[src/common/wb_pkg.sv]
`default_nettype none

package wb_pkg;

  ////////////////////
  // Datapath widths
  ////////////////////

  // Register and operand width
  localparam int XLEN = 32;

  // Register file address width and depth
  localparam int RF_ADDR_W = 5;
  localparam int RF_DEPTH  = 32;

  // Shift amount taken from the low bits of operand B
  localparam int SHAMT_W = 5;

  ////////////////////
  // Data memory
  ////////////////////

  // Depth in words, word addresses at or above it fault
  localparam int DMEM_WORDS = 64;

  // Word address field from operand A, wider than the index
  // so that out-of-range addresses can be issued
  localparam int DMEM_ADDR_W = 8;

  // Index into the memory array
  localparam int DMEM_IDX_W = $clog2(DMEM_WORDS);

  // Largest number of wait states and the counter width
  localparam int LSU_MAX_WAIT = 3;
  localparam int LSU_WAIT_W   = $clog2(LSU_MAX_WAIT + 1);

  ////////////////////
  // Encodings
  ////////////////////

  // Decoded opcode as it arrives on the issue port
  typedef enum logic [2:0] {
    OP_ADD   = 3'd0,
    OP_SUB   = 3'd1,
    OP_XOR   = 3'd2,
    OP_SLL   = 3'd3,
    OP_LOAD  = 3'd4,
    OP_STORE = 3'd5,
    OP_XIF   = 3'd6
  } op_e;

  // Range check result from the LSU
  typedef enum logic {
    MPU_OK    = 1'b0,
    MPU_FAULT = 1'b1
  } mpu_status_e;

endpackage

`default_nettype wire

[src/ex/ex_stage.sv]
`timescale 1ns/1ps
`default_nettype none

module ex_stage import wb_pkg::*; (
  input  logic                   clk,
  input  logic                   rst_i,

  // Issue port
  input  logic                   issue_valid_i,
  input  op_e                    issue_op_i,
  input  logic [RF_ADDR_W-1:0]   issue_rd_i,
  input  logic [XLEN-1:0]        issue_opa_i,
  input  logic [XLEN-1:0]        issue_opb_i,
  output logic                   issue_ready_o,

  // Back-pressure from write-back
  input  logic                   wb_ready_i,

  // LSU request, valid for the advancing cycle only
  output logic                   lsu_req_o,
  output logic                   lsu_we_o,
  output logic [DMEM_ADDR_W-1:0] lsu_addr_o,
  output logic [XLEN-1:0]        lsu_wdata_o,

  // EX/WB pipeline register
  output logic                   ex_wb_valid_o,
  output op_e                    ex_wb_op_o,
  output logic [RF_ADDR_W-1:0]   ex_wb_rd_o,
  output logic [XLEN-1:0]        ex_wb_result_o
);

  logic                 advance;
  logic                 issue_fire;
  logic                 is_mem;
  logic [XLEN-1:0]      alu_result;

  logic                 ex_wb_valid_q;
  op_e                  ex_wb_op_q;
  logic [RF_ADDR_W-1:0] ex_wb_rd_q;
  logic [XLEN-1:0]      ex_wb_result_q;

  ////////////////////
  // Stage handshake
  ////////////////////

  // Register moves when WB takes its content or when it is empty
  assign advance       = wb_ready_i || !ex_wb_valid_q;
  assign issue_ready_o = advance;
  assign issue_fire    = issue_valid_i && advance;

  ////////////////////
  // ALU
  ////////////////////

  always_comb begin
    unique case (issue_op_i)
      OP_ADD:  alu_result = issue_opa_i + issue_opb_i;
      OP_SUB:  alu_result = issue_opa_i - issue_opb_i;
      OP_XOR:  alu_result = issue_opa_i ^ issue_opb_i;
      // Shift amount is the low bits of operand B only
      OP_SLL:  alu_result = issue_opa_i << issue_opb_i[SHAMT_W-1:0];
      // Memory and offloaded results come from elsewhere in WB
      default: alu_result = '0;
    endcase
  end

  ////////////////////
  // LSU launch
  ////////////////////

  assign is_mem      = (issue_op_i == OP_LOAD) || (issue_op_i == OP_STORE);
  assign lsu_req_o   = issue_fire && is_mem;
  assign lsu_we_o    = (issue_op_i == OP_STORE);
  // Word address from the low bits of operand A
  assign lsu_addr_o  = issue_opa_i[DMEM_ADDR_W-1:0];
  assign lsu_wdata_o = issue_opb_i;

  ////////////////////
  // EX/WB register
  ////////////////////

  // Valid bit, cleared when the register advances with nothing behind it
  always_ff @(posedge clk) begin
    if (rst_i) begin
      ex_wb_valid_q <= 1'b0;
    end else if (advance) begin
      ex_wb_valid_q <= issue_valid_i;
    end
  end

  // Payload only loads on a transfer
  always_ff @(posedge clk) begin
    if (issue_fire) begin
      ex_wb_op_q     <= issue_op_i;
      ex_wb_rd_q     <= issue_rd_i;
      ex_wb_result_q <= alu_result;
    end
  end

  assign ex_wb_valid_o  = ex_wb_valid_q;
  assign ex_wb_op_o     = ex_wb_op_q;
  assign ex_wb_rd_o     = ex_wb_rd_q;
  assign ex_wb_result_o = ex_wb_result_q;

endmodule

`default_nettype wire

[config.mk]
export PLATFORM = sky130hd
export DESIGN_NAME = ex_stage
export DESIGN_NICKNAME = d
export VERILOG_FILES = /design/src/common/wb_pkg.sv /design/src/ex/ex_stage.sv
export SDC_FILE = /design/constraint.sdc
export NUM_CORES = 1
export LEC_CHECK = 0
export BUFFER_PORTS_ARGS = -buffer_cell sky130_fd_sc_hd__buf_2
export CAP_MARGIN = 20
export CORE_MARGIN = 5
export CORE_UTILIZATION = 29
export CTS_BUF_LIST = sky130_fd_sc_hd__clkbuf_8 sky130_fd_sc_hd__clkbuf_16
export CTS_CLUSTER_DIAMETER = 200
export DETAILED_ROUTE_END_ITERATION = 8
export PLACE_DENSITY = 0.48
export SYNTH_ARGS = -nofsm -noshare
export SYNTH_HDL_FRONTEND = slang
export SYNTH_SLANG_ARGS = --single-unit
[constraint.sdc]
create_clock -name clk -period 7.45 [get_ports clk]
set_input_delay 0.3725 -clock clk [delete_from_list [all_inputs] [get_ports clk]]
set_output_delay 0.3725 -clock clk [all_outputs]
set_load 0.1 [all_outputs]
# Yosys cells after proc, flatten, opt, wreduce, memory -nomap -nowiden
# Index checks and enable logic that the tools add are counted.
# totals
word_cells	20
reg_bits	41
output_inout_bits	84
inputBits	76
# classes
addsub	2
eq_ne	5
n_bitwise	1
n_shift	1
muxes	1
reduce_logical	6
# ops
cell	n
32-bit one-hot mux with 4 select lines	1
32-bit adder	1
32-bit by 5-bit left shift with 32-bit output	1
32-bit subtractor	1
32-bit bitwise XOR	1
3-bit by 2-bit == test with 1-bit output, second input constant	2
3-bit == test, second input constant	2
3-bit by 1-bit == test with 1-bit output, second input constant	1
3-bit logical NOT	1
1-bit logical AND	2
1-bit logical OR	2
1-bit logical NOT	1

# Logic depth before layout (Yosys ltp)
# logic_depth
depth_word	4
depth_mapped	20
mapped_depth_nobuf	18

# Worst setup path after synthesis
# OpenSTA, ideal clock, no wires.
# synth_timing
path_type	input to register
startpoint	in issue_opb_i[0]
endpoint	reg ex_wb_result_q[31] (netlist: ex_wb_result_o[31]), data pin
setup_ps	267
n_path_buf	3
arrival_ps	3938
t_required_ps	7183
path_stages	20
path_slack_ps	3245
cell_sequence	buf_2 -> clkinv_1 -> clkbuf_1 -> ha_1 -> nand2_1 -> nor4_2 -> nand2_1 -> o31ai_1 -> xor2_1 -> ha_1 -> clkbuf_1 -> a21o_1 -> a21o_1 -> a21o_1 -> a21o_1 -> nor3_1 -> o31ai_2 -> and4b_1 -> a211oi_2 -> o21ai_2
# synth_via
elab_chain_len	2
word_cells_on_any_way	4
classes_between	2 x add/sub; 1 x shift; 1 x mux
# synth_lines
element	line_no	rtl
from (decl)	ex_stage.sv:13	input logic [XLEN-1:0] issue_opb_i,
32-bit subtractor, or another cell as far along	ex_stage.sv:58	OP_SUB: alu_result = issue_opa_i - issue_opb_i;
32-bit one-hot mux with 4 select lines (*)	ex_stage.sv:56	unique case (issue_op_i)
net alu_result[31]	ex_stage.sv:35	logic [XLEN-1:0] alu_result;
to (signal assigned)	ex_stage.sv:96	ex_wb_result_q <= alu_result;
to (decl)	ex_stage.sv:40	logic [XLEN-1:0] ex_wb_result_q;
# The timed path passes the listed nets; every way through them passes the cells marked *.
# A chain may end at the register's enable or synchronous reset.

# Final worst setup path
# layout_timing
startpoint	in issue_opb_i[0]
endpoint	reg ex_wb_result_q[15] (netlist: ex_wb_result_o[15]), data pin
# The elaborated chain is that of the path after synthesis.

==> impl_metrics.ini <==
[run_status]
status = completed

[clocking]
cts-htree-levels = 2
clock_sinks = 41
clk_latency_ns = 0.30
cts-buffers-inserted = 5
clk_pin_slew_ns = 0.06
postCtsSetupBuffers = 0
postCtsHoldBufs = 0
cts_buffer_depth = 2
postCtsResizedCells = 0
tritoncts = built
clockRootBuffer = clkbuf_16

[logic_synthesis]
synth_nets = 898
async_flop_share_pct = 0
synth.distinct_cells = 77
avgSynthCellArea_sq_um = 7.96
synth_top_family_by_area = compound AO/OA/AOI/OAI gates
syn_inst = 788
synth-simple-area-share_pct = 17.8
synth_compound_area_share_pct = 26.9
ys.flop_type = edfxtp_1
yosys.area_share.adder_pct = 6.90
ys_seq_elements = 41
synth_seq_area_share_pct = 19.5
syn_area_sq_mm = 0.00627
synth-xor-area-share_pct = 11.6
ys_warn_count = 0
synth-edff-count = 40
synthMuxAreaShare_pct = 7.94

[cells_and_area]
fillCellCount = 2288
syn_to_final_growth_pct = 13.6
fin_nets = 985
fin_util_pct = 33.7
diodes = 0
final_layout_size_suffix_gt1_share_pct = 24.3

[setup_path]
crit_path_end_kind = flop
r2r_start = ex_wb_valid_o
worst_ep_arrival_time_ns = 4.85
start_kind = input pin
worst_ep_required_time_ns = 7.44
cp_max_fo = 45
setup.worst_path.class = input pin to flop
startpoint = issue_opb_i[0]

[sta]
fin_crit_ns = 4.86
rsz0062_at_grt = false
fmaxAchievable_ghz = 0.206
finalClockSkew_ns = 0.00580
worst_slew_pin_slew_ns = 1.05
hold_viol = 0
slew_violations = 0
slew_headroom_pct = 29.7
fin_crit_sh_pct = 65.2
setup_viol = 0
finalSetupTns_ns = 0

[grt]
grt_max_degree = 56
grt_antenna_before_repair = 0
grt_pass1_vias = 5825
grt_pass1_wl_mm = 35.1
overflow = 0
grt_usage_pct = 18.3

[routing]
dr_wl_met2_mm = 10.5
drt_iter0_drc = 561
vias = 6159
wire_per_inst_microns = 20.4
antenna_left = 0
drt_wl_total_mm = 23.5
wl_met3_mm = 1.55
dr.pass1.iters = 5
viasPerCell = 5.35
drc_errors = 0
wl_met1_mm = 11.2
routed.top_layer = met4

[job]
max-cap-violations = 0

[hold_path]
hold_start = rst_i
hp-class = input pin to flop

[floorplan]
core_sq_mm = 0.0212
die_w_microns = 157
start_util_pct = 29.6
io_pins = 160
dieArea_sq_mm = 0.0247
dieHeight_microns = 157
rows = 53

[placement]
numPortBuffers = 159
place_congestion = 0.934
hpwl_mm = 18.5

[power]
power_leakage_nw = 2.98
powerDensity_mw_per_mm2 = 183
ir_drop_v = 0.0000724
[Yosys cell counts (5+ instances only)]
cell	number	share of area, %
nor2_1	70	4.2
buf_2	12	0.96
clkbuf_1	27	1.6
inv_1	20	1.2
nand2b_1	7	0.70
o21ai_1	6	0.48
nor3_1	15	1.2
o22ai_1	8	0.80
a22oi_1	18	2.2
a21o_1	12	1.4
a221oi_1	6	0.84
mux4_2	9	3.2
nor2b_1	8	0.80
a21oi_1	75	6.0
o211ai_1	5	0.60
xnor2_1	45	6.3
xor2_1	38	5.3
nand2_1	79	4.7
o21ai_0	57	4.5
a31oi_1	8	0.80
ha_1	33	6.6
buf_4	42	5.0
mux2i_1	25	4.0
and2_1	5	0.50
nand4_1	6	0.60
edfxtp_1	40	19
a211oi_1	15	1.8
nand3_1	8	0.64
[kinds of logic after synthesis]
| logic type | count (synthesis) |
|---|---|
| xor+xnor | 83 |
| fa+ha+maj | 34 |
| flops | 41 |
| mux | 38 |
| buf+inv | 107 |
| simple gates | 229 |
| compound gates | 256 |
[routing by layer]
metal  vias up  GRT usage [%]
met3        17           2.64
met5         -              0
met4         0           3.48
met1      2889           27.0
met2       202           28.7
li1       3051              -
[stage by stage]
step	instances	power (mW)	instance area (sq um)	hold slack (ns)	setup WS, ns
finish	1151	1.30	7120	0.223	2.59
global route	1151	1.37	7120	0.221	2.30
CTS	1150	1.31	7110	0.218	2.71
detailed placement	1142	1.04	6950	0.512	2.40
global placement	1142	1.04	6950	0.505	2.40
floorplan	788	0.884	6270	0.442	3.25
[path summary, 6_finish.rpt]
path / to / slack, ns / cells after the start
max: ex_wb_result_o[15] / 2.59 / 16
min: ex_wb_valid_o / 0.22 / 2
max reg2reg: ex_wb_rd_o[3] / 5.96 / 3
min reg2reg: ex_wb_valid_o / 0.52 / 2
[power by group]
group	internal, mW	switching, mW	leakage, nW
sequential	0.282	0.00538	0.405
combinational	0.201	0.554	2.49
clock	0.157	0.102	0.0850
total	0.640	0.661	2.98
[critical path: stages]
cell and delay, ns:
buf_2 0.07, buf_4 0.44, clkinv_1 0.62, ha_1 0.51, a21oi_1 0.20, xnor2_1 0.09
ha_1 0.38, a21oi_1 0.22, o21ai_0 0.18, o211ai_2 0.32, nand2_1 0.14, a21o_1 0.20
a21o_1 0.20, a311oi_1 0.34, xor2_1 0.32, o221ai_1 0.21
[placed cells by master (no fill, tap or decap), drive strengths merged, types with 6 or more instances in the layout]
cell,instances
a211oi,19
a21o,12
a21oi,75
a221oi,6
a22oi,18
a31oi,8
buf,166
edfxtp,40
ha,33
inv,21
mux2i,25
mux4,9
nand2,79
nand2b,7
nand3,8
nand4,7
nor2,70
nor2b,8
nor3,18
o211ai,7
o21ai,65
o22ai,8
xnor2,45
xor2,38
[registers in the layout, summed over array words and instances (netlist names)]
register,cells
ex_wb_rd_o,5
ex_wb_result_o,32
ex_wb_valid_o,1
ex_wb_op_o,3
[area by class of cell]
| cell class | instances | area (sq um) | area share [%] |
|---|---|---|---|
| clock buffer | 5 | 125 | 1.76 |
| clock inverter | 3 | 38.8 | 0.545 |
| inverter | 21 | 78.8 | 1.11 |
| multi-input combinational | 640 | 4470 | 62.7 |
| sequential | 41 | 1220 | 17.2 |
| tap | 275 | 344 | 4.83 |
| timing repair buffer | 166 | 846 | 11.9 |
No activity file was read; power rests on OpenSTA's default activity.
