$ cat src/common/wb_pkg.sv
`default_nettype none

package wb_pkg;

  ////////////////////
  // Datapath widths
  ////////////////////

  // Register and operand width
  localparam int XLEN = 32;

  // Register file address width and depth
  localparam int RF_ADDR_W = 5;
  localparam int RF_DEPTH  = 32;

  // Shift amount taken from the low bits of operand B
  localparam int SHAMT_W = 5;

  ////////////////////
  // Data memory
  ////////////////////

  // Depth in words, word addresses at or above it fault
  localparam int DMEM_WORDS = 64;

  // Word address field from operand A, wider than the index
  // so that out-of-range addresses can be issued
  localparam int DMEM_ADDR_W = 8;

  // Index into the memory array
  localparam int DMEM_IDX_W = $clog2(DMEM_WORDS);

  // Largest number of wait states and the counter width
  localparam int LSU_MAX_WAIT = 3;
  localparam int LSU_WAIT_W   = $clog2(LSU_MAX_WAIT + 1);

  ////////////////////
  // Encodings
  ////////////////////

  // Decoded opcode as it arrives on the issue port
  typedef enum logic [2:0] {
    OP_ADD   = 3'd0,
    OP_SUB   = 3'd1,
    OP_XOR   = 3'd2,
    OP_SLL   = 3'd3,
    OP_LOAD  = 3'd4,
    OP_STORE = 3'd5,
    OP_XIF   = 3'd6
  } op_e;

  // Range check result from the LSU
  typedef enum logic {
    MPU_OK    = 1'b0,
    MPU_FAULT = 1'b1
  } mpu_status_e;

endpackage

`default_nettype wire

$ cat src/register_file.sv
`timescale 1ns/1ps
`default_nettype none

module register_file import wb_pkg::*; (
  input  logic                 clk,
  input  logic                 rst_i,

  // Write port from write-back
  input  logic                 we_i,
  input  logic [RF_ADDR_W-1:0] waddr_i,
  input  logic [XLEN-1:0]      wdata_i,

  // Inspection read port
  input  logic [RF_ADDR_W-1:0] raddr_i,
  output logic [XLEN-1:0]      rdata_o
);

  logic [XLEN-1:0] regs [RF_DEPTH];

  ////////////////////
  // Write
  ////////////////////

  // All entries start at zero, x0 is never written
  always_ff @(posedge clk) begin
    if (rst_i) begin
      for (int i = 0; i < RF_DEPTH; i++) begin
        regs[i] <= '0;
      end
    end else if (we_i && (waddr_i != '0)) begin
      regs[waddr_i] <= wdata_i;
    end
  end

  ////////////////////
  // Read
  ////////////////////

  // Asynchronous, x0 forced to zero
  assign rdata_o = (raddr_i == '0) ? '0 : regs[raddr_i];

endmodule

`default_nettype wire

$ cat config.mk
export PLATFORM = sky130hd
export DESIGN_NAME = register_file
export DESIGN_NICKNAME = d
export VERILOG_FILES = /design/src/common/wb_pkg.sv /design/src/register_file.sv
export SDC_FILE = /design/constraint.sdc
export NUM_CORES = 1
export LEC_CHECK = 0
export BUFFER_PORTS_ARGS = -buffer_cell sky130_fd_sc_hd__buf_2
export CORE_UTILIZATION = 53
export CTS_CLUSTER_DIAMETER = 30
export DETAILED_ROUTE_END_ITERATION = 10
export GPL_TIMING_DRIVEN = 0
export PLACE_DENSITY = 0.74
export SLEW_MARGIN = 20
export SYNTH_ARGS = -nofsm -noshare
export SYNTH_HDL_FRONTEND = slang
export SYNTH_SLANG_ARGS = --single-unit
$ cat constraint.sdc
create_clock -name clk -period 4.5 [get_ports clk]
set_input_delay 0.45 -clock clk [delete_from_list [all_inputs] [get_ports clk]]
set_output_delay 0.45 -clock clk [all_outputs]
set_load 0.1 [all_outputs]
# Word level (Yosys, flattened, before mapping)
# Memories as Yosys holds them, arrays and structs flattened.
# Index checks and enable logic that the tools add are counted.
# word_totals
wordCells	14
inputBits	45
ram_bits	1024
output_inout_bits	32
regBits	0
memories	1
# mem_list
memory	depth	word_bits	rd	rd_clocked_by_memory_dff	write_ports	line	text
regs	32	32	1	0	32	register_file.sv:18	logic [XLEN-1:0] regs [RF_DEPTH];
# classes
reduce_logical	4
n_mux	9
# op_table
op	n
32-bit two-way mux	2
32-bit OR reduction	1
1-bit two-way mux	6
5-bit logical NOT	1
5-bit two-way mux	1
5-bit nonzero test	1
1-bit logical AND	1

# Longest topological paths before layout
# Gate-level depths: netlist of the first run.
# logic_depth
depth_word	7
ltp_mapped	7
mapped_depth_nobuf	4

# Worst setup path after synthesis of the first run
# OpenSTA, ideal clock, no wires.
# synth_timing
path_type	in2out
startpoint	input raddr_i[2]
endpoint	output rdata_o[18]
arrival_time_ns	3.861
slack_ns	0.189
n_path_buf	3
stages	7
t_required_ns	4.050
cell_sequence	buf_4 -> buf_6 -> buf_4 -> mux2i_1 -> a221oi_1 -> o21ai_1 -> a311oi_1
# synth_between
elab_chain_len	2
elab_cells_between_ends	3
cone_classes	1 x mux; 1 x reduce/logical; 1 x memory
# synth_rtl
item	line	text
start: declaration	register_file.sv:14	input logic [RF_ADDR_W-1:0] raddr_i,
memory read 32 x 32 bit / 5-bit logical NOT (equally long branches)	--	
32-bit two-way mux *	register_file.sv:40	assign rdata_o = (raddr_i == '0) ? '0 : regs[raddr_i];
end: declaration	register_file.sv:15	output logic [XLEN-1:0] rdata_o
# Mark *: on every way between the ends. The rest lies on a longest branch, timed or not.

# Final worst setup path of the first run
# layout_timing
startpoint	input raddr_i[0]
endpoint	output rdata_o[14]
# Same word-level chain as after synthesis.

==> results.md, run 1 <==
Status:
- The flow ran to the end, and the final reports show no timing, DRC or antenna violations.

Timing:
- The final-report hold violation count is 0.
- The minimum clock period is 4.401 ns.
- After layout, the worst path uses 97.81% of the clock period.
- The transition time of the tightest slew-check pin is 1.251 ns.
- The tightest slew margin relative to the limit is 16.28%.
- For the final routed database, the setup TNS stands at 0 ns.
- The maximum clock rate is 0.2272 GHz.
- Setup repair after global routing left no endpoint under its margin.
- The number of pins exceeding their max-slew limit in the final report is 0.
- The setup violation total in the final timing report is 0.

Yosys:
- The most common cell in the synthesized netlist is edfxtp_1.
- Yosys attributes the largest share of cell area to edfxtp_1 66%, and2_1 13%, mux4_2 11%.
- The top-area cell type share of the netlist area is 66.23%.
- Counting every instance in the synthesized netlist gives 2951.
- The commonest cells after synthesis are 1024 x edfxtp_1, 993 x and2_1, 224 x mux4_2, 219 x clkbuf_1, 64 x mux2i_1.
- The share of synthesized registers carrying an async set or reset is 0%.
- The mean area per synthesized cell is 15.73 µm².
- In the synthesized netlist the dominant register cell turns out to be edfxtp_1.
- The number of enable flip-flop cells after synthesis is 1024.
- The share of synthesized area occupied by flip-flops and latches is 66.23%.
- The area of the mapped netlist is 46430 µm².
- The netlist uses 34 different library cells.
- The largest total area in the synthesized netlist belongs to edfxtp_1.
- After synthesis the netlist holds a flip-flop and latch count of 1024.
- For this run, the number of Yosys warnings is 0.

Finish:
- The layout-stage area growth over the synthesis result is 17.52%.
- After the last flow step, the layout net total stands at 3276.
- The largest registers in the layout are regs x1024.
- In the final layout, the share of cells above drive strength 1 is 21.52%.
- The register ranked first by flip-flop count is regs.
- The final instance count without filler cells is 4544.
- The number of flip-flops in the largest register is 1024.

Die:
- The area of the die is 88780 µm².
- 77 I/O pins were placed.
- The floorplan has 108 rows.
- The floorplan step set the die width to 298.0 µm.
- For this configuration, the core starts out at a cell density of 53.51%.
- The core region is 86750 µm².
- The die height is 298.0 µm.

Placed design:
- In this run the tool buffered the top-level ports with 72 buffer cells.
- Routability-driven placement finished with a final weighted congestion of 0.9602.
- The detailed placer's ending HPWL is 88430 µm.
- Counting tap cells, the placed design contains a total of 4210 instances.

Critical path:
- The cell type of the slowest stage on the worst timing path is a311oi_1.
- The cell that appears most often on the critical path is buf_2.
- The worst-path maximum fanout is 11.
- The combined buffer and inverter count along the critical path is 5.
- The cell family contributing the most delay on the critical path is buffers and inverters.
- The sort of element at the end of the critical path is an output port.
- The largest incremental delay on the critical path is 0.94 ns.
- The kind of critical path is input port to output port.
- The data arrival time of the worst path is 3.95 ns.
- The critical path required time is 4.05 ns.
- Walking the worst path, the cells encountered are buf_2 > inv_2 > buf_2 > buf_4 > nor2_2 > a22oi_1 > a311oi_1 > buf_2.
- The startpoint type of the worst setup path is an input port.

CTS:
- TritonCTS created 174 clock buffers.
- The count of clock tree sinks is 1024.
- After clock tree synthesis, the clock-pin slew on the worst setup and hold paths is 0.05 ns.
- The clock tree synthesis step divided the H-tree into 4 levels.
- The clock tree from TritonCTS is built.
- The maximum number of buffers from clock root to sink is 3.
- Clock tree synthesis selected as its root buffer the cell clkbuf_16.

Worst hold path:
- The path class of the tightest hold or removal check is input port to register.

GRT:
- Summed over all layers, the global routing overflow is 0.
- The pin count of the biggest net entering global routing is 33.
- Global routing used 29.47% of the available tracks.
- The first global-routing pass estimated 186500 µm of wire.
- The number of global-route vias before repair came to 28140.
- The initial antenna violation count is 12.

Power:
- The peak supply drop is 0.4166 mV.
- The power density of the placed cells is 494.6 nW/µm².
- The static power due to leakage is 19.20 nW.
- After layout, the design draws a total of 26.99 mW.

Drt:
- The wire length after detailed routing is 130100 µm.
- The total DRC errors in the routed layout is 0.
- In this run, the number of DRC markers left after iteration 0 of detailed routing was 3281.
- The routed layout has 27850 vias.
- Dividing the detail-routed via count by the number of cells gives 6.128.
- Dividing the detail-routed wire length by the instance count gives 28.63 µm.
- The detail route stage leaves a number of antenna-violating nets equal to 0.
- The first detailed-routing pass ran for 6 iterations.

Job:
- The number of max-capacitance violations reported is 0.
## layout make-up
cell class | count | area (µm²)
multi-input combinational | 1662 | 14440
timing repair buffer | 73 | 380.4
buffer | 295 | 1361
clock buffer | 190 | 4414
clock inverter | 138 | 1753
antenna | 6 | 15.01
tap | 1155 | 1445
inverter | 1 | 3.754
sequential | 1024 | 30750
fill | 6146 | 32190
## cells in the final DEF, fill, tap and decap left out, types with 2 or more instances in the layout
master | synthesis | layout
nor2b_1 | 33 | 32
mux2_2 | 32 | 32
buf_2 | 37 | 109
a221oi_1 | 23 | 23
a311oi_1 | 32 | 32
clkinv_16 | 0 | 2
clkinv_2 | 0 | 32
mux2i_1 | 64 | 64
o21ai_0 | 2 | 2
or3b_1 | 2 | 2
edfxtp_1 | 1024 | 1024
buf_6 | 16 | 16
o21ai_1 | 53 | 53
clkbuf_1 | 219 | 234
diode_2 | 0 | 6
mux4_2 | 224 | 224
bufinv_16 | 0 | 32
a22oi_1 | 32 | 32
clkinvlp_4 | 0 | 16
inv_16 | 0 | 5
clkinv_8 | 0 | 5
clkinv_1 | 0 | 27
nand3b_1 | 3 | 3
clkinv_4 | 0 | 9
a211oi_1 | 32 | 32
buf_4 | 23 | 23
inv_6 | 0 | 9
or2_2 | 31 | 29
nand2b_1 | 2 | 2
nor2_2 | 2 | 2
and2_1 | 993 | 993
nand2_1 | 20 | 20
nor2_1 | 33 | 33
conb_1 | 1 | 32
or2_4 | 0 | 2
clkbuf_16 | 0 | 174
o2111ai_1 | 9 | 9
## kinds of logic after synthesis
family                 after synthesis  share of synthesized area, %
DFF                               1024                         66.23
AOI/OAI and AO/OA                  183                         2.835
buffers and inverters              296                         2.938
muxes                              320                         13.02
other                                1                      0.008077
and+or+nand+nor                   1127                         14.96
## report_power, final
part           switching (mW)  internal, mW
registers               0.147          11.0
clock network            4.84          8.99
logic                    1.37         0.604
## timing repair
| item | CTS | global route |
|---|---|---|
| setup endpoints to repair | 0 | 3 |
| resized for setup | 0 | 1 |
| buffers inserted | 0 | 0 |
| hold buffers | 0 | 0 |
## final timing paths
| kind | start | slack (ns) | cells after the start | to |
|---|---|---|---|---|
| worst max-delay path | raddr_i[0] | 0.1 | 8 | rdata_o[14] |
| worst min-delay path | wdata_i[28] | 0.03 | 2 | regs[4][28] |
## per-layer routing
| metal | vias up | global-route usage, % | part of all wire [%] |
|---|---|---|---|
| met4 | 14 | 12.77 | 4.2 |
| met5 | - | 0 | 0.069 |
| met3 | 316 | 8.488 | 11 |
| met1 | 14250 | 39.26 | 38 |
| met2 | 1733 | 45.40 | 47 |
| li1 | 11530 | - | - |
## stage by stage
step / instance area, µm² / hold WS [ns] / utilization (%) / setup slack, ns
6_report: 54560 / 0.03432 / 62.89 / 0.09876
4_1_cts: 54540 / 0.006391 / 62.86 / 0.2079
2_1_floorplan: 46540 / 0.6482 / - / 0.1892
3_3_place_gp: 48350 / 0.7776 / 55.73 / 0.1794
3_5_place_dp: 48370 / 0.7846 / 55.75 / 0.2183
5_1_grt: 54550 / 0.03904 / 62.88 / 0.1307
Power figures use the tool's default switching activity.
==> inputs of run 2 (changes only) <==
--- a/config.mk
+++ b/config.mk
@@ -6,11 +6,11 @@
 export NUM_CORES = 1
 export LEC_CHECK = 0
 export BUFFER_PORTS_ARGS = -buffer_cell sky130_fd_sc_hd__buf_2
-export CORE_UTILIZATION = 53
+export CORE_UTILIZATION = 45
 export CTS_CLUSTER_DIAMETER = 30
 export DETAILED_ROUTE_END_ITERATION = 10
 export GPL_TIMING_DRIVEN = 0
-export PLACE_DENSITY = 0.74
+export PLACE_DENSITY = 0.65
 export SLEW_MARGIN = 20
 export SYNTH_ARGS = -nofsm -noshare
 export SYNTH_HDL_FRONTEND = slang
==> results.md, run 2 (synthesized netlist as in run 1, its figures left out) <==
Status:
- The run finished with clean final reports.

CTS:
- The buffer count from post-CTS setup fixing was 0 (unchanged).
- The clock root buffer is clkbuf_16.
- The clock tree from TritonCTS is built.
- The count of clock tree sinks is 1024 (unchanged).
- The number of buffers inserted during clock tree synthesis came to 189 (+8.6%).
- The maximum number of buffers from clock root to sink was 3 (unchanged).
- The clock transition at the register clock pins on the worst setup and hold paths after CTS came to 0.04 ns (about the same).
- The number of H-tree levels came to 4 (unchanged).

Placed design:
- The post-placement cell area is 48640 µm² (+0.55%).
- The placer congestion estimate is 0.9353 (-2.6%).
- The number of input and output port buffers inserted is 72 (unchanged).
- The detailed placer's ending HPWL is 92440 µm (+4.5%).

Die:
- The die height was 323.2 µm (+8.5%).
- The I/O pin total is 77 (unchanged).
- The number of placement rows is 117 (+8.3%).
- The width of the die is 323.2 µm (+8.5%).
- The area inside the core boundary was 102000 µm² (+18%).
- The area of the die is 104500 µm² (+18%).
- The effective utilization at floorplan is 45.50% (-8.0 points).

Job:
- The number of max-capacitance violations reported is 0 (unchanged).

Critical path:
- The cell type of the slowest stage on the worst timing path is a311oi_1.
- The critical path required time is 4.05 ns (about the same).
- The cell type group with the largest total delay on the critical path is buffers and inverters.
- The data arrival time of the worst path came to 4.01 ns (+0.06 ns).
- The most frequent cell on the critical path is buf_2.
- The worst-path maximum fanout is 10 (-1).
- STA classifies the critical path endpoint as an output port.
- The largest incremental delay on the critical path was 1.04 ns (+0.10 ns).
- The signal on the critical path passes through buf_2 > inv_2 > buf_2 > buf_4 > nor2_2 > a22oi_1 > a311oi_1 > buf_2.
- The startpoint type of the worst setup path is an input port.
- The kind of critical path is input port to output port.
- The combined buffer and inverter count along the critical path is 5 (unchanged).

Drt:
- The DRC marker count from the first detailed-route iteration is 3447 (+5.1%).
- The wire length after detailed routing is 133700 µm (+2.8%).
- The detailed-router iteration count before antenna repair was 6 (unchanged).
- The total DRC errors in the routed layout is 0 (unchanged).
- The mean routed wirelength per cell is 28.01 µm (-2.2%).
- The detail-routed via count per cell is 5.750 (-6.2%).
- The number of nets with antenna violations after routing is 0 (unchanged).
- The via total after detailed routing is 27440 (-1.5%).

Power:
- The static power due to leakage was 19.32 nW (+0.59%).
- The switching share of power is 23.38% (-0.17 points).
- The portion of total power attributed to combinational logic is 7.3% (about the same).
- The clock power share was 51.8% (+0.5 points).
- The net switching power is 6.381 mW (+0.40%).
- The part of the total power dissipated in sequential elements is 41.0% (-0.4 points).
- The cell internal power dissipation is 20.91 mW (+1.4%).
- The peak supply drop is 0.3476 mV (-17%).
- The power density of the placed cells is 495.8 nW/µm² (+0.24%).

Finish:
- The post-layout instance area came to 55040 µm² (+0.89%).
- The final layout net count was 3292 (+0.49%).
- In the final layout, the registers with the most flip-flops are regs x1024.
- Compared with the post-synthesis result, the final layout area differs by 18.56%.
- In the layout the commonest cells are 1024 x edfxtp_1, 993 x and2_1, 240 x clkbuf_1.
- The library cell used most frequently in the layout, excluding fill and tap cells, is edfxtp_1.
- The share of cells above drive strength 1 is 21.58% (+0.063 points).
- The register ranked first by flip-flop count is regs.
- The number of flip-flops in the largest register is 1024 (unchanged).
- The final core utilization is 53.95% (-8.9 points).

GRT:
- The initial antenna violation count was 16 (+4).
- The pin count of the biggest net entering global routing was 33 (unchanged).
- The overall overflow remaining after global route came to 0 (unchanged).
- The wire length of the first global-routing pass is 190200 µm (+2.0%).
- The number of global-route vias before repair is 28400 (+0.93%).
- The overall fraction of global-route tracks in use was 25.95% (-3.5 points).

Timing:
- The minimum clock period is 4.456 ns (+0.05479 ns).
- The final-report hold violation count is 0 (unchanged).
- The share of the clock period used by the worst path after layout is 99.02% (+1.2 points).
- The tightest slew margin relative to the limit came to 19.63% (+3.3 points).
- The setup TNS is 0 ns (unchanged).
- The setup violation total in the final timing report was 0 (unchanged).
- Setup repair after global routing left no endpoint under its margin.
- The number of pins exceeding their max-slew limit in the final report is 0 (unchanged).
- The transition time of the tightest slew-check pin came to 1.198 ns (-0.05373 ns).
- The maximum clock rate is 0.2244 GHz (-1.2%).
- The worst hold-check slack is 0.02618 ns (-0.008138 ns).

Worst hold path:
- The class of the most critical hold timing path is input port to register.
-- run 2: cell count changes in the layout (fill, tap and decap cells not counted), moves of 3 or more --
cell and change:
clkbuf_16 +18, bufinv_16 -6, inv_16 -3, clkbuf_1 +6, diode_2 -3, clkinv_1 +5
-- run 2: area by class of cell --
| cell class | count | area, µm² |
|---|---|---|
| multi-input combinational | 1662 | 14450 |
| inverter | 1 | 3.754 |
| sequential | 1024 | 30750 |
| fill | 8160 | 46990 |
| clock buffer | 215 | 4891 |
| clock inverter | 130 | 1475 |
| antenna | 3 | 7.507 |
| timing repair buffer | 75 | 400.4 |
| buffer | 294 | 1358 |
| tap | 1368 | 1712 |
-- run 2: final timing paths --
kind,start,end,depth (start not counted)
setup / recovery,raddr_i[0],rdata_o[14],8
hold / removal,wdata_i[31],regs[1][31],2
-- run 2: repair_timing --
action                                  4_1_cts  5_1_grt
pin swaps                                     0        0
hold buffers                                  2        0
gates resized for setup                       1        1
endpoints found under the setup margin        2        2
endpoints found under the hold margin         2        0
-- run 2: through the flow --
step	instances	setup WS [ns]	power (mW)
2_1_floorplan	2982	0.1892	12.58
3_3_place_gp	4422	0.001091	13.24
3_5_place_dp	4423	-0.03418	13.32
4_1_cts	4770	0.1861	27.33
5_1_grt	4769	0.04599	27.89
6_report	4772	0.04396	27.29
-- run 2: power groups by stage --
stage | Sequential [mW] | Combinational, mW | Clock [mW]
detailed placement | 11.4 | 1.97 | 0
global route | 11.2 | 2.06 | 14.6
finish | 11.2 | 1.98 | 14.1
floorplan | 11.3 | 1.31 | 0
global placement | 11.3 | 1.94 | 0
CTS | 11.2 | 1.98 | 14.2
-- run 2: layer usage --
layer,part of all wire [%],vias to the layer above,global-route usage (%)
met5,0.091,-,0
met4,3.7,20,10.32
met3,10,297,7.194
met2,47,1398,40.38
met1,39,14170,34.58
li1,-,11550,-
