$ cat src/common/wb_pkg.sv
`default_nettype none

package wb_pkg;

  ////////////////////
  // Datapath widths
  ////////////////////

  // Register and operand width
  localparam int XLEN = 32;

  // Register file address width and depth
  localparam int RF_ADDR_W = 5;
  localparam int RF_DEPTH  = 32;

  // Shift amount taken from the low bits of operand B
  localparam int SHAMT_W = 5;

  ////////////////////
  // Data memory
  ////////////////////

  // Depth in words, word addresses at or above it fault
  localparam int DMEM_WORDS = 64;

  // Word address field from operand A, wider than the index
  // so that out-of-range addresses can be issued
  localparam int DMEM_ADDR_W = 8;

  // Index into the memory array
  localparam int DMEM_IDX_W = $clog2(DMEM_WORDS);

  // Largest number of wait states and the counter width
  localparam int LSU_MAX_WAIT = 3;
  localparam int LSU_WAIT_W   = $clog2(LSU_MAX_WAIT + 1);

  ////////////////////
  // Encodings
  ////////////////////

  // Decoded opcode as it arrives on the issue port
  typedef enum logic [2:0] {
    OP_ADD   = 3'd0,
    OP_SUB   = 3'd1,
    OP_XOR   = 3'd2,
    OP_SLL   = 3'd3,
    OP_LOAD  = 3'd4,
    OP_STORE = 3'd5,
    OP_XIF   = 3'd6
  } op_e;

  // Range check result from the LSU
  typedef enum logic {
    MPU_OK    = 1'b0,
    MPU_FAULT = 1'b1
  } mpu_status_e;

endpackage

`default_nettype wire

$ cat src/wb/wb_stage.sv
`timescale 1ns/1ps
`default_nettype none

module wb_stage import wb_pkg::*; (
  // Only the bound assertions use these
  input  logic                 clk,
  input  logic                 rst_i,

  // EX/WB register
  input  logic                 ex_wb_valid_i,
  input  op_e                  ex_wb_op_i,
  input  logic [RF_ADDR_W-1:0] ex_wb_rd_i,
  input  logic [XLEN-1:0]      ex_wb_result_i,

  input  logic                 halt_wb_i,

  // LSU response
  input  logic                 lsu_valid_i,
  input  logic [XLEN-1:0]      lsu_rdata_i,
  input  mpu_status_e          lsu_mpu_status_i,
  output logic                 lsu_ready_o,

  // Coprocessor result
  input  logic                 xif_result_valid_i,
  input  logic [XLEN-1:0]      xif_result_data_i,
  input  logic                 xif_result_exc_i,
  output logic                 xif_result_ready_o,

  // Register file write port
  output logic                 rf_we_o,
  output logic [RF_ADDR_W-1:0] rf_waddr_o,
  output logic [XLEN-1:0]      rf_wdata_o,

  output logic                 wb_ready_o,
  output logic                 retire_valid_o,
  output logic [RF_ADDR_W-1:0] retire_rd_o,
  output logic                 retire_exc_o,
  output logic                 data_stall_o
);

  logic lsu_en;
  logic xif_en;
  logic op_writes;
  logic instr_valid;
  logic lsu_waiting;
  logic lsu_exception;
  logic xif_waiting;
  logic xif_exception;

  ////////////////////
  // Decode
  ////////////////////

  assign lsu_en    = (ex_wb_op_i == OP_LOAD) || (ex_wb_op_i == OP_STORE);
  assign xif_en    = (ex_wb_op_i == OP_XIF);
  // Everything except stores has a destination
  assign op_writes = (ex_wb_op_i != OP_STORE);

  // Halted instruction stays put, neither writes nor retires
  assign instr_valid = ex_wb_valid_i && !halt_wb_i;

  // LSU side
  assign lsu_waiting   = ex_wb_valid_i && lsu_en && !lsu_valid_i;
  // Ignore a stale response left over from an earlier access
  assign lsu_exception = lsu_en && lsu_valid_i && (lsu_mpu_status_i == MPU_FAULT);
  assign lsu_ready_o   = 1'b1;  // no downstream stage

  // Coprocessor side
  assign xif_waiting   = ex_wb_valid_i && xif_en && !xif_result_valid_i;
  assign xif_exception = ex_wb_valid_i && xif_en && xif_result_valid_i && xif_result_exc_i;
  // Not ready during halt, so the coprocessor keeps its result until retire
  assign xif_result_ready_o = ex_wb_valid_i && xif_en && !halt_wb_i;

  ////////////////////
  // Register file write
  ////////////////////

  // Load data is only written once it has arrived
  assign rf_we_o    = op_writes && instr_valid && !lsu_waiting && !lsu_exception &&
                      !xif_waiting && !xif_exception;
  assign rf_waddr_o = ex_wb_rd_i;
  assign rf_wdata_o = lsu_en ? lsu_rdata_i :
                      (xif_en ? xif_result_data_i : ex_wb_result_i);

  ////////////////////
  // Stage ready/valid
  ////////////////////

  assign wb_ready_o = !lsu_waiting && !xif_waiting && !halt_wb_i;

  // Faults retire too, flagged on retire_exc_o
  assign retire_valid_o = ((!lsu_en && !xif_waiting) ||
                           ( lsu_en && lsu_valid_i)) && instr_valid;
  assign retire_rd_o    = ex_wb_rd_i;
  assign retire_exc_o   = retire_valid_o && (lsu_exception || xif_exception);

  // Load or store in WB with its data still outstanding
  assign data_stall_o = lsu_waiting;

endmodule

`default_nettype wire

$ cat config.mk
export PLATFORM = sky130hd
export DESIGN_NAME = wb_stage
export DESIGN_NICKNAME = d
export VERILOG_FILES = /design/src/common/wb_pkg.sv /design/src/wb/wb_stage.sv
export SDC_FILE = /design/constraint.sdc
export NUM_CORES = 1
export LEC_CHECK = 0
export BUFFER_PORTS_ARGS = -buffer_cell sky130_fd_sc_hd__buf_2
export CORE_AREA = 2 2 62 64
export DETAILED_ROUTE_END_ITERATION = 7
export DIE_AREA = 0 0 64 66
export PLACE_DENSITY_LB_ADDON = 0.1
export SLEW_MARGIN = 25
export SYNTH_ARGS = -nofsm -noshare
export SYNTH_HDL_FRONTEND = slang
export SYNTH_SLANG_ARGS = --single-unit
$ cat constraint.sdc
create_clock -name vclk -period 0.81
set_input_delay 0 -clock vclk [all_inputs]
set_output_delay 0 -clock vclk [all_outputs]
set_load 0.05 [all_outputs]
# Word-level counts from Yosys, hierarchy flattened
# Index checks and enable logic that the tools add are counted.
[word_totals]
reg_bits = 0
latch_bits = 0
ram_bits = 0
romBits = 0
in_bits = 112
output_inout_bits = 49
memories = 0
[op_classes]
add_sub_neg = 0
mul = 0
div = 0
n_lt_le_gt_ge = 0
n_eq_ne = 4
n_shift = 0
muxes = 2
bitwise_logic = 0
reduce_logical = 31
[op_table]
columns = ["operator", "count"]
rows = [
  ["$mux 32", 2],
  ["$logic_and 1x1->1", 20],
  ["$eq 3x3->1 const B", 3],
  ["$logic_not 1->1", 8],
  ["$logic_or 1x1->1", 3],
  ["$ne 3x3->1 const B", 1],
]

# Depth between registers and ports, before layout
# Gate-level depths: netlist of run 1.
[depth]
ltp_word = 9
ltp_mapped = 5
ltp_nobuf = 3

# Least setup slack after synthesis of run 1
# Ideal clock, no wire load.
[synth_path]
path_kind = "input-to-output"
from = "input port ex_wb_op_i[2]"
to = "output port retire_exc_o"
arrival_ns = 1.948
required_ns = 0.810
path_slack_ns = -1.138
path_stages = 4
n_path_buf = 1
cell_sequence = "and3b_1 buf_6 a2111oi_4 a21boi_1"
[synth_between]
elab_chain_len = 8
elab_cells_between_ends = 17
cone_classes = "eq/ne (3); reduce/logical (14)"
[synth_lines]
columns = ["item", "line", "rtl"]
rows = [
  ["start, declared", "wb_stage.sv:11", "input op_e ex_wb_op_i,"],
  ["$eq 3x3->1", "wb_stage.sv:55", "assign xif_en = (ex_wb_op_i == OP_XIF);"],
  ["$logic_and 1x1->1 (2 in a row)", "wb_stage.sv:69", "assign xif_waiting = ex_wb_valid_i && xif_en && !xif_result_valid_i;"],
  ["$logic_not 1->1", "wb_stage.sv:92", "assign retire_valid_o = ((!lsu_en && !xif_waiting) ||"],
  ["$logic_and 1x1->1", "wb_stage.sv:92", ""],
  ["$logic_or 1x1->1 (*)", "wb_stage.sv:92", ""],
  ["$logic_and 1x1->1 (*)", "wb_stage.sv:93", "( lsu_en && lsu_valid_i)) && instr_valid;"],
  ["named net retire_valid_o", "wb_stage.sv:35", "output logic retire_valid_o,"],
  ["$logic_and 1x1->1 (*)", "wb_stage.sv:95", "assign retire_exc_o = retire_valid_o && (lsu_exception || xif_exception);"],
  ["end, declared", "wb_stage.sv:37", "output logic retire_exc_o,"],
]
# Mark *: on every way through the listed nets, which the timed path passes. The rest lies on a longest branch.

# Worst setup path in the final report of run 1
[layout_path]
from = "input port ex_wb_op_i[2]"
to = "output port retire_exc_o"
[layout_between]
elab_chain_len = 8
elab_cells_between_ends = 17
cone_classes = "eq/ne (3); reduce/logical (14)"
[layout_lines]
columns = ["item", "line"]
rows = [
  ["$eq 3x3->1", "wb_stage.sv:55"],
  ["$logic_and 1x1->1", "wb_stage.sv:69, wb_stage.sv:70"],
  ["$logic_and 1x1->1", "wb_stage.sv:69"],
  ["$logic_not 1->1", "wb_stage.sv:92"],
  ["$logic_and 1x1->1", "wb_stage.sv:92"],
  ["$logic_or 1x1->1", "wb_stage.sv:92"],
  ["$logic_and 1x1->1", "wb_stage.sv:93"],
  ["$logic_and 1x1->1 (*)", "wb_stage.sv:95"],
]
# Mark *: on every way between the ends. The rest lies on a longest branch, timed or not.

==> results.env, run 1 <==
STATUS='finished with violations'
VIOLATIONS_IN_THE_FINAL_REPORTS='setup timing'
POSTLAYOUTSETUPSLACKWORST_PS=-286
POWER_DENSITY_nW_PER_UM2=831
DPL.HPWL_MM=3.23
HOLDCRITPATHCLASS='input pin to primary output'
MAX_FREQ_GHz=0.913
DRT_ITER0_DRC=29
SYN_INST=140
MAX_CAP_VIOLATIONS=0
AVG_INST_SIZE_SYNTH_UM2=5.59
NUMSEQUENTIALCELLS=0
INITIAL_CORE_UTIL_PCT=22.0
SEQUENTIAL_CELL_AREA_UM2=0
CORE_REGION_AREA_UM2=3550
ROUTE.DETAILED.VIAS_PER_INST=4.67
PLACE_CONGESTION=0.750
LEAKAGEPOWER_nW=1.19
CRITICAL_PATH_REQUIRED_PS=810
YOSYS-TOP-CELLS-AREA='sky130_fd_sc_hd__a22oi_1 (31%), sky130_fd_sc_hd__nand2_1 (31%), sky130_fd_sc_hd__buf_4 (11%), sky130_fd_sc_hd__buf_2 (3.8%), sky130_fd_sc_hd__a2111oi_4 (3.5%)'
FILLER_CELL_COUNT=312
CRIT_PATH_MAX_FANOUT=6
ROWS=22
PIN_COUNT_OF_THE_BIGGEST_NET_ENTERING_GLOBAL_ROUTING=18
SLEW_VIOLATIONS=0
SYNTH_TOP_AREA_SHARE_PCT=30.7
SYNTH_LARGEST_AREA_CELL='sky130_fd_sc_hd__a22oi_1'
AVGROUTEDWIREPERCELL_UM=12.6
TNS_PS=-7640
GRT-OVFL-TOTAL=0
SYNTH_CELL_COUNT_LEADERS='sky130_fd_sc_hd__nand2_1 (64), sky130_fd_sc_hd__a22oi_1 (32), sky130_fd_sc_hd__buf_4 (11)'
FLOORPLAN.IO_PINS=161
SYN2LAYOUT_AREA_GROWTH_PCT=195
DETAIL_ROUTE.WIRELENGTH_MM=4.15
BUFFER_PORTS.INSERTED=143
N_CLOCK_BUFFER=0
ANTENNA_CELLS=0
POSTPLACECELLAREA_UM2=1930
SETUP_VIOLATIONS=38
FINAL_NET_COUNT=396
PERIOD_SHARE_PCT=135
SYNTHESIS.NETS=252
CHIPWIDTH_UM=64
DRCVIOLATIONCOUNT=0
YOSYS_WARNINGS=0
GRT_USE_TOTAL_PCT=17.9
SEQUENTIAL_TO_TOTAL_AREA_SHARE_FROM_YOSYS_STAT_PCT=0
TOTAL_ITERATIONS_OF_THE_FIRST_DETAILED_ROUTING_RUN=3
FIN_TOTAL_PWR_mW=1.92
IRDROPWORSTVDD_mV=0.494
FINAL-INSTANCE-COUNT-EXCL-FILL=330
GRT_PASS1_VIAS=1472
NUMBER_OF_ANTENNA_VIOLATIONS_AT_THE_FIRST_CHECK_IN_GLOBAL_ROUTING=0
FINAL_LAYOUT_SIZE_SUFFIX_GT1_SHARE_PCT=83.7
ENDPOINT_ARRIVAL_TIME_ON_THE_CRITICAL_PATH_PS=1100
GRT_PASS1_WL_MM=6.33
NUMBER_OF_BUFFERS_INSERTED_FOR_HOLD_REPAIR_AFTER_CLOCK_TREE_SYNTHESIS=0
CRITICAL_PATH.STARTPOINT='ex_wb_op_i[2]'
CRIT_TYPE='input pin to primary output'
YOSYSMOSTFREQUENTCELL='sky130_fd_sc_hd__nand2_1'
CRIT_PATH_END_KIND='primary output'
FINAL_DESIGN_AREA_NO_FILL_UM2=2300
SETUP.WORST_PATH.END='retire_exc_o'
SYNTH.CELL_AREA_UM2=782
DESIGN.DIE.AREA_UM2=4220
LAYOUT_MIN_CYCLE_TIME_PS=1100
TIMING.CRITICAL_PATH.FROM_TYPE='input pin'
PLACE_WS_PS=-379
CHIPHEIGHT_UM=66
PLACEDCELLCOUNT=325
DETAIL-ROUTE-ANTENNA-NETS=0
TIMING_HOLD_VIOLATIONS_FINAL=0
SYNTH_CELL_TYPE_COUNT=22
VIA_COUNT=1540
MULTIINPUTGATEAREA_UM2=1060
SETUP_REPAIR_AFTER_GLOBAL_ROUTING_MISSED_ITS_MARGIN='yes'
logic make-up after synthesis:
kind of cell	after synthesis	share of synthesized area [%]
simple gates	79	43.0
compound gates	36	37.8
other cells	1	0.480
buf+inv	24	18.7
layer usage:
layer,up-vias,GRT usage [%],share of wire [%]
li1,760,-,-
met1,690,20.0,35
met2,88,36.5,55
met3,2,3.41,9.9
met4,0,0.272,0.24
met5,-,0,0
cell type report:
type	instances	area share [%]
inverter	2	0.326
multi-input combinational	116	46.1
tap	48	2.61
timing repair buffer	164	50.9
repair_timing:
action / CTS / global route
endpoints found under the setup margin: 38 / 38
pin swaps: 7 / 14
buffers inserted: 1 / 2
resized for setup: 86 / 3
gates cloned: 1 / 1
power breakdown:
| part | leakage [nW] | internal (mW) | switching (mW) | total [mW] |
|---|---|---|---|---|
| Sequential | 0 | 0 | 0 | 0 |
| Clock | 0 | 0 | 0 | 0 |
| Combinational | 1.19 | 0.797 | 1.12 | 1.92 |
placed cells by master, fill, tap and decap left out, types with 2 or more instances in the layout:
cell type	netlist	layout
sky130_fd_sc_hd__buf_4	11	33
sky130_fd_sc_hd__buf_6	1	10
sky130_fd_sc_hd__nand2_2	0	3
sky130_fd_sc_hd__buf_12	0	3
sky130_fd_sc_hd__nand2_1	64	34
sky130_fd_sc_hd__buf_2	6	103
sky130_fd_sc_hd__a22oi_2	0	32
sky130_fd_sc_hd__buf_8	0	14
sky130_fd_sc_hd__nand3_1	2	2
sky130_fd_sc_hd__nand2_4	0	27
sky130_fd_sc_hd__inv_1	2	2
critical path, cell delays in order:
cell and delay, ps:
sky130_fd_sc_hd__buf_8 100, sky130_fd_sc_hd__and3b_4 230, sky130_fd_sc_hd__a2111oi_4 370, sky130_fd_sc_hd__a21boi_4 230, sky130_fd_sc_hd__buf_6 170
stage by stage:
| stage | util [%] | hold slack [ps] |
|---|---|---|
| 2_1_floorplan | - | 57.5 |
| 3_3_place_gp | 54.5 | 0.526 |
| 3_5_place_dp | 54.5 | 0.526 |
| 4_1_cts | 64.0 | 0.526 |
| 5_1_grt | 64.9 | 0.203 |
| 6_report | 64.9 | 0.185 |
worst min-delay path by stage:
| stage | endpoint | cells after the start | slack, ps | startpoint |
|---|---|---|---|---|
| 3_5_place_dp | retire_rd_o[2] | 0 | 0.5 | ex_wb_rd_i[2] |
| 5_1_grt | retire_rd_o[0] | 0 | 0.2 | ex_wb_rd_i[0] |
| 4_1_cts | retire_rd_o[2] | 0 | 0.5 | ex_wb_rd_i[2] |
| 2_1_floorplan | retire_valid_o | 1 | 60 | halt_wb_i |
| 3_3_place_gp | retire_rd_o[2] | 0 | 0.5 | ex_wb_rd_i[2] |
| 6_report | retire_rd_o[2] | 0 | 0.2 | ex_wb_rd_i[2] |
Power figures use the tool's default switching activity.
==> run 2, diff against run 1 <==
--- a/config.mk
+++ b/config.mk
@@ -14,3 +14,4 @@
 export SYNTH_ARGS = -nofsm -noshare
 export SYNTH_HDL_FRONTEND = slang
 export SYNTH_SLANG_ARGS = --single-unit
+export TNS_END_PERCENT = 50
==> run 2 against run 1 <==
  * The flow still finishes with violations (setup timing)
  * Hold slack about the same
  * Combinational power fell by 5%
  * Routed wire length up 2.4%
==> results.env, run 2 (synthesis gave the netlist of run 1 again) <==
CHIPWIDTH_UM=64  # unchanged
HOLD_START='ex_wb_rd_i[4]'
MAX_FREQ_GHz=0.900  # -1.4%
POWER_DENSITY_nW_PER_UM2=852  # +2.5%
TIMING.CRITICAL_PATH.FROM_TYPE='input pin'
GRT_PASS1_WL_MM=6.45  # +1.8%
WORST_PATH_MOST_REPEATED_CELL='sky130_fd_sc_hd__buf_6'
IRDROPWORSTVDD_mV=0.643  # +30%
LEAKAGEPOWER_nW=1.14  # -4.2%
WORST_PATH_LARGEST_CELL_DELAY_PS=250  # -120 ps
DESIGN.DIE.AREA_UM2=4220  # unchanged
GRT-OVFL-TOTAL=0  # unchanged
DRT_ITER0_DRC=24  # -17%
MOST-COMMON-LAYOUT-CELLS='sky130_fd_sc_hd__buf_2 (104), sky130_fd_sc_hd__nand2_1 (49), sky130_fd_sc_hd__buf_6 (34)'
TIMING.CRITICAL_PATH.SLOWEST_STAGE_CELL='sky130_fd_sc_hd__and3b_2'
SEQUENTIAL_CELL_AREA_UM2=0  # unchanged
CHIPHEIGHT_UM=66  # unchanged
SETUP_VIOLATIONS=38  # unchanged
HOLD-PATH-CELL-COUNT=0  # unchanged
SLEW_VIOLATIONS=0  # unchanged
DRCVIOLATIONCOUNT=0  # unchanged
WORST_HOLD_PATH.ENDPOINT='retire_rd_o[4]'
POSTLAYOUTSETUPSLACKWORST_PS=-301  # -16.0 ps
HOLDCRITPATHCLASS='input pin to primary output'
LAYOUT_MIN_CYCLE_TIME_PS=1110  # +16.0 ps
VIA_COUNT=1513  # -1.8%
SETUP_REPAIR_AFTER_GLOBAL_ROUTING_MISSED_ITS_MARGIN='yes'
SYN2LAYOUT_AREA_GROWTH_PCT=174
AVGROUTEDWIREPERCELL_UM=13.1  # +4.3%
CORE_REGION_AREA_UM2=3550  # unchanged
ENDPOINT_ARRIVAL_TIME_ON_THE_CRITICAL_PATH_PS=1110  # about the same
INITIAL_CORE_UTIL_PCT=22.0  # unchanged
DPL.HPWL_MM=3.23  # about the same
CRIT_BUF_INV=4  # +2
STATUS='finished with violations'
CRITICAL_PATH_REQUIRED_PS=810  # about the same
NUMBER_OF_ANTENNA_VIOLATIONS_AT_THE_FIRST_CHECK_IN_GLOBAL_ROUTING=0  # unchanged
TNS_PS=-9200  # -1560 ps
TOTAL_ITERATIONS_OF_THE_FIRST_DETAILED_ROUTING_RUN=4  # +1
CRIT_PATH_END_KIND='primary output'
ROUTE.DETAILED.VIAS_PER_INST=4.67  # about the same
TIMING_HOLD_VIOLATIONS_FINAL=0  # unchanged
BUFFER_PORTS.INSERTED=143  # unchanged
DETAIL_ROUTE.WIRELENGTH_MM=4.25  # +2.4%
VIOLATIONS_IN_THE_FINAL_REPORTS='setup timing'
NUMBER_OF_BUFFERS_INSERTED_FOR_HOLD_REPAIR_AFTER_CLOCK_TREE_SYNTHESIS=0  # unchanged
N_CLOCK_BUFFER=0  # unchanged
CPLARGESTDELAYFAMILY='buffers and inverters'
ANTENNA_CELLS=0  # unchanged
CRIT_TYPE='input pin to primary output'
GRT_USE_TOTAL_PCT=18.3  # +0.39 points
CRIT_PATH_MAX_FANOUT=9  # +3
FLOORPLAN.IO_PINS=161  # unchanged
PERIOD_SHARE_PCT=137  # +2.0 points
GRT_PASS1_VIAS=1473  # +0.068%
FINAL_LAYOUT_SIZE_SUFFIX_GT1_SHARE_PCT=76.4  # -7.2 points
NUMSEQUENTIALCELLS=0  # unchanged
DETAIL-ROUTE-ANTENNA-NETS=0  # unchanged
ROWS=22  # unchanged
PIN_COUNT_OF_THE_BIGGEST_NET_ENTERING_GLOBAL_ROUTING=20  # +2
PLACE_CONGESTION=0.721  # -3.9%
CRITICAL_PATH.CELL_CHAIN='buf_6 -> and3b_2 -> buf_4 -> clkbuf_16 -> a22oi_2 -> nand2_1 -> buf_6'
MAX_CAP_VIOLATIONS=0  # unchanged
PLACE_WS_PS=-415  # -36.6 ps
LAYOUT.CELLS.MOST_COMMON='sky130_fd_sc_hd__buf_2'
FINAL_NET_COUNT=390  # -1.5%
[run 2: changes by cell type in the layout (fill, tap and decap cells not counted), sizes merged]
| cell | delta |
|---|---|
| buf | -8 |
| clkbuf | +2 |
[run 2: how the worst max path moves through the flow]
stage | endpoint | cells after the start | start | slack (ps)
floorplan | retire_exc_o | 4 | ex_wb_op_i[2] | -710
global placement | rf_wdata_o[10] | 6 | ex_wb_op_i[0] | -360
detailed placement | retire_exc_o | 5 | ex_wb_op_i[2] | -420
CTS | retire_exc_o | 5 | ex_wb_op_i[1] | -350
global route | rf_wdata_o[6] | 7 | ex_wb_op_i[2] | -340
finish | rf_wdata_o[6] | 7 | ex_wb_op_i[2] | -300
[run 2: area by class of cell]
cell class / count / area [um^2]
fillers: 330 / 1410
repair buffers: 158 / 1160
multi-input cells: 116 / 920
well taps: 48 / 60.1
inverters: 2 / 7.51
[run 2: report_power, final]
part           total, mW  leakage, nW  switching, mW  internal (mW)
combinational       1.83         1.14           1.07          0.759
clock                  0            0              0              0
sequential             0            0              0              0
total               1.83         1.14           1.07          0.759
[run 2: through the flow]
| step | power, mW | util, % | hold WS, ps | area [um^2] | instances |
|---|---|---|---|---|---|
| 2_1_floorplan | 1.11 | - | 57.5 | 972 | 140 |
| 3_3_place_gp | 1.49 | 48.6 | 0.526 | 1730 | 321 |
| 3_5_place_dp | 1.49 | 48.6 | 0.526 | 1730 | 321 |
| 4_1_cts | 1.78 | 57.8 | 0.526 | 2050 | 323 |
| 5_1_grt | 1.93 | 60.4 | 0.113 | 2150 | 324 |
| 6_report | 1.83 | 60.4 | 0.0937 | 2150 | 324 |
[run 2: routing by layer]
layer | part of all wire, % | up-vias | GRT usage, % | wire length (um)
met5 | 0 | - | 0 | 0
li1 | - | 749 | - | -
met3 | 10 | 7 | 3.75 | 428
met4 | 0.52 | 0 | 0.815 | 22
met2 | 57 | 90 | 39.2 | 2440
met1 | 32 | 667 | 18.6 | 1360
[run 2: repair_timing]
action | 4_1_cts | 5_1_grt
pin swaps | 21 | 30
setup endpoints to repair | 38 | 38
buffers inserted | 2 | 1
gates cloned | 0 | 1
gates resized for setup | 92 | 18
==> run 3, diff against run 2 <==
--- a/config.mk
+++ b/config.mk
@@ -6,9 +6,9 @@
 export NUM_CORES = 1
 export LEC_CHECK = 0
 export BUFFER_PORTS_ARGS = -buffer_cell sky130_fd_sc_hd__buf_2
-export CORE_AREA = 2 2 62 64
+export CORE_AREA = 2 2 63 65
 export DETAILED_ROUTE_END_ITERATION = 7
-export DIE_AREA = 0 0 64 66
+export DIE_AREA = 0 0 65 67
 export PLACE_DENSITY_LB_ADDON = 0.1
 export SLEW_MARGIN = 25
 export SYNTH_ARGS = -nofsm -noshare
==> constraint.sdc (replaced) <==
create_clock -name vclk -period 1.4
set_input_delay 0 -clock vclk [all_inputs]
set_output_delay 0 -clock vclk [all_outputs]
set_load 0.05 [all_outputs]
==> run 3 against run 2 <==
  * The run now ends clean
  * Non-clock buffer count down 9
  * Global-route usage down 5.1 points
  * Cell count down 2.8%
  * Setup slack better by 450 ps
  * Via count down 5.6%
  * Count of clock-buffer cells in the layout unchanged
  * Die area up 3.1%
==> results.env, run 3 (synthesis gave the netlist of run 1 again) <==
NUMBER_OF_ANTENNA_VIOLATIONS_AT_THE_FIRST_CHECK_IN_GLOBAL_ROUTING=0  # unchanged
TOTAL_ITERATIONS_OF_THE_FIRST_DETAILED_ROUTING_RUN=4  # unchanged
GRT_PASS1_WL_MM=4.74  # -27%
FINAL_NET_COUNT=381  # -2.3%
CRITICAL_PATH.STARTPOINT='ex_wb_op_i[2]'
GRT_USE_TOTAL_PCT=13.2  # -5.1 points
CORE_REGION_AREA_UM2=3610  # +1.6%
STATUS='completed'
PERIOD_SHARE_PCT=89.2
GRT_PASS1_VIAS=1171  # -21%
CRIT_PATH_END_KIND='primary output'
CRIT_TYPE='input pin to primary output'
FILLER_CELL_COUNT=385  # +17%
FINAL_LAYOUT_SIZE_SUFFIX_GT1_SHARE_PCT=57.7  # -19 points
HOLD-PATH-CELL-COUNT=0  # unchanged
FLOORPLAN.IO_PINS=161  # unchanged
SETUP_VIOLATIONS=0  # -100%
DETAIL_ROUTE.WIRELENGTH_MM=3.44  # -19%
MOST-COMMON-LAYOUT-CELLS='sky130_fd_sc_hd__buf_2 (143), sky130_fd_sc_hd__nand2_1 (64), sky130_fd_sc_hd__a22oi_1 (32)'
BUFFER_PORTS.INSERTED=143  # unchanged
CRIT_PATH_MAX_FANOUT=7  # -2
INITIAL_CORE_UTIL_PCT=21.7  # -0.34 points
TOP_USAGE_LAYER='met2'
IRDROPWORSTVDD_mV=0.168  # -74%
ANTENNA_CELLS=0  # unchanged
DETAIL-ROUTE-ANTENNA-NETS=0  # unchanged
TNS_PS=0  # +9200 ps
CRITICAL_PATH_REQUIRED_PS=1400  # +590 ps
WORST_PATH_LARGEST_CELL_DELAY_PS=370  # +120 ps
PLACE_CONGESTION=0.786  # +9.1%
CTS.REPAIR_TIMING.SETUP_BUFFER_COUNT=0  # -2
CRITICAL_PATH.CELL_CHAIN='buf_2 -> and3b_1 -> a2111oi_4 -> a21boi_4 -> buf_2'
GRTUSAGEMET1_PCT=13.8  # -4.8 points
GRTUSAGEMET3_PCT=1.69  # -2.1 points
ROWS=22  # unchanged
AVGROUTEDWIREPERCELL_UM=10.9  # -17%
DPL.HPWL_MM=2.88  # -11%
HOLD_START='ex_wb_rd_i[2]'
HOLD_WS_PS=0.0236  # -0.0700 ps
DESIGN.DIE.AREA_UM2=4360  # +3.1%
MAX_FREQ_GHz=0.801
SYN2LAYOUT_AREA_GROWTH_PCT=94.4
GLOBALROUTEMET2UTIL_PCT=28.9  # -10 points
NUMSEQUENTIALCELLS=0  # unchanged
LEAKAGEPOWER_nW=0.972  # -15%
MULTIINPUTGATEAREA_UM2=654  # -29%
HOLDCRITPATHCLASS='input pin to primary output'
TIMING_HOLD_VIOLATIONS_FINAL=0  # unchanged
LAYOUT.CELLS.MOST_COMMON='sky130_fd_sc_hd__buf_2'
N_CLOCK_BUFFER=0  # unchanged
PIN_COUNT_OF_THE_BIGGEST_NET_ENTERING_GLOBAL_ROUTING=27  # +35%
POWER_DENSITY_nW_PER_UM2=514  # -40%
DRT_ITER0_DRC=42  # +75%
POSTLAYOUTSETUPSLACKWORST_PS=151  # +453 ps
CHIPHEIGHT_UM=67  # +1.5%
SLEW_VIOLATIONS=0  # unchanged
LAYOUT_MIN_CYCLE_TIME_PS=1250
CHIPWIDTH_UM=65  # +1.6%
WORST_PATH_MOST_REPEATED_CELL='sky130_fd_sc_hd__buf_2'
VIA_COUNT=1428  # -5.6%
PLACE_WS_PS=149  # +564 ps
CTSRESIZECOUNT=0  # -100%
MAX_CAP_VIOLATIONS=0  # unchanged
NUMBER_OF_BUFFERS_INSERTED_FOR_HOLD_REPAIR_AFTER_CLOCK_TREE_SYNTHESIS=0  # unchanged
ROUTE.DETAILED.VIAS_PER_INST=4.53  # -2.9%
SEQUENTIAL_CELL_AREA_UM2=0  # unchanged
SETUP_REPAIR_AFTER_GLOBAL_ROUTING_MISSED_ITS_MARGIN='no'
GRT-OVFL-TOTAL=0  # unchanged
TIMING.CRITICAL_PATH.FROM_TYPE='input pin'
ENDPOINT_ARRIVAL_TIME_ON_THE_CRITICAL_PATH_PS=1250  # +140 ps
DRCVIOLATIONCOUNT=0  # unchanged
TIMING.CRITICAL_PATH.SLOWEST_STAGE_CELL='sky130_fd_sc_hd__a2111oi_4'
## run 3: changes by cell type in the layout (fill, tap and decap cells not counted), moves of 13 or more
cell / delta
sky130_fd_sc_hd__a22oi_2: -29
sky130_fd_sc_hd__nand2_4: -13
sky130_fd_sc_hd__buf_2: +39
sky130_fd_sc_hd__nand2_1: +15
sky130_fd_sc_hd__a22oi_1: +29
sky130_fd_sc_hd__buf_6: -34
## run 3: final timing paths
check,to,slack (ps)
worst max-delay path,retire_exc_o,150
worst min-delay path,rf_waddr_o[2],0.02
## run 3: power by group
part           leakage [nW]  switching (mW)  internal (mW)  total [mW]
clock                     0               0              0           0
sequential                0               0              0           0
combinational         0.972           0.527          0.254       0.781
total                 0.972           0.527          0.254       0.781
## run 3: area by class of cell
cell class / count / area share, %
inverters: 2 / 0.494
well taps: 48 / 3.95
multi-input cells: 116 / 43.0
repair buffers: 149 / 52.5
## run 3: critical path: cells and delay by family
| family | cells | cell delay, ps |
|---|---|---|
| AOI/OAI and AO/OA | 2 | 580 |
| buffers and inverters | 2 | 400 |
| and+or+nand+nor | 1 | 260 |
## run 3: through the flow
stage / area, um^2 / power [mW] / util [%] / cells
4_1_cts: 1520 / 0.787 / 42.2 / 315
5_1_grt: 1520 / 0.835 / 42.2 / 315
2_1_floorplan: 798 / 0.586 / - / 140
3_3_place_gp: 1520 / 0.786 / 42.2 / 315
3_5_place_dp: 1520 / 0.785 / 42.2 / 315
6_report: 1520 / 0.781 / 42.2 / 315
## run 3: routing by layer
metal	share of wire [%]	vias to the layer above
li1	-	733
met1	35	608
met2	53	85
met3	12	2
met4	0.26	0
met5	0	-
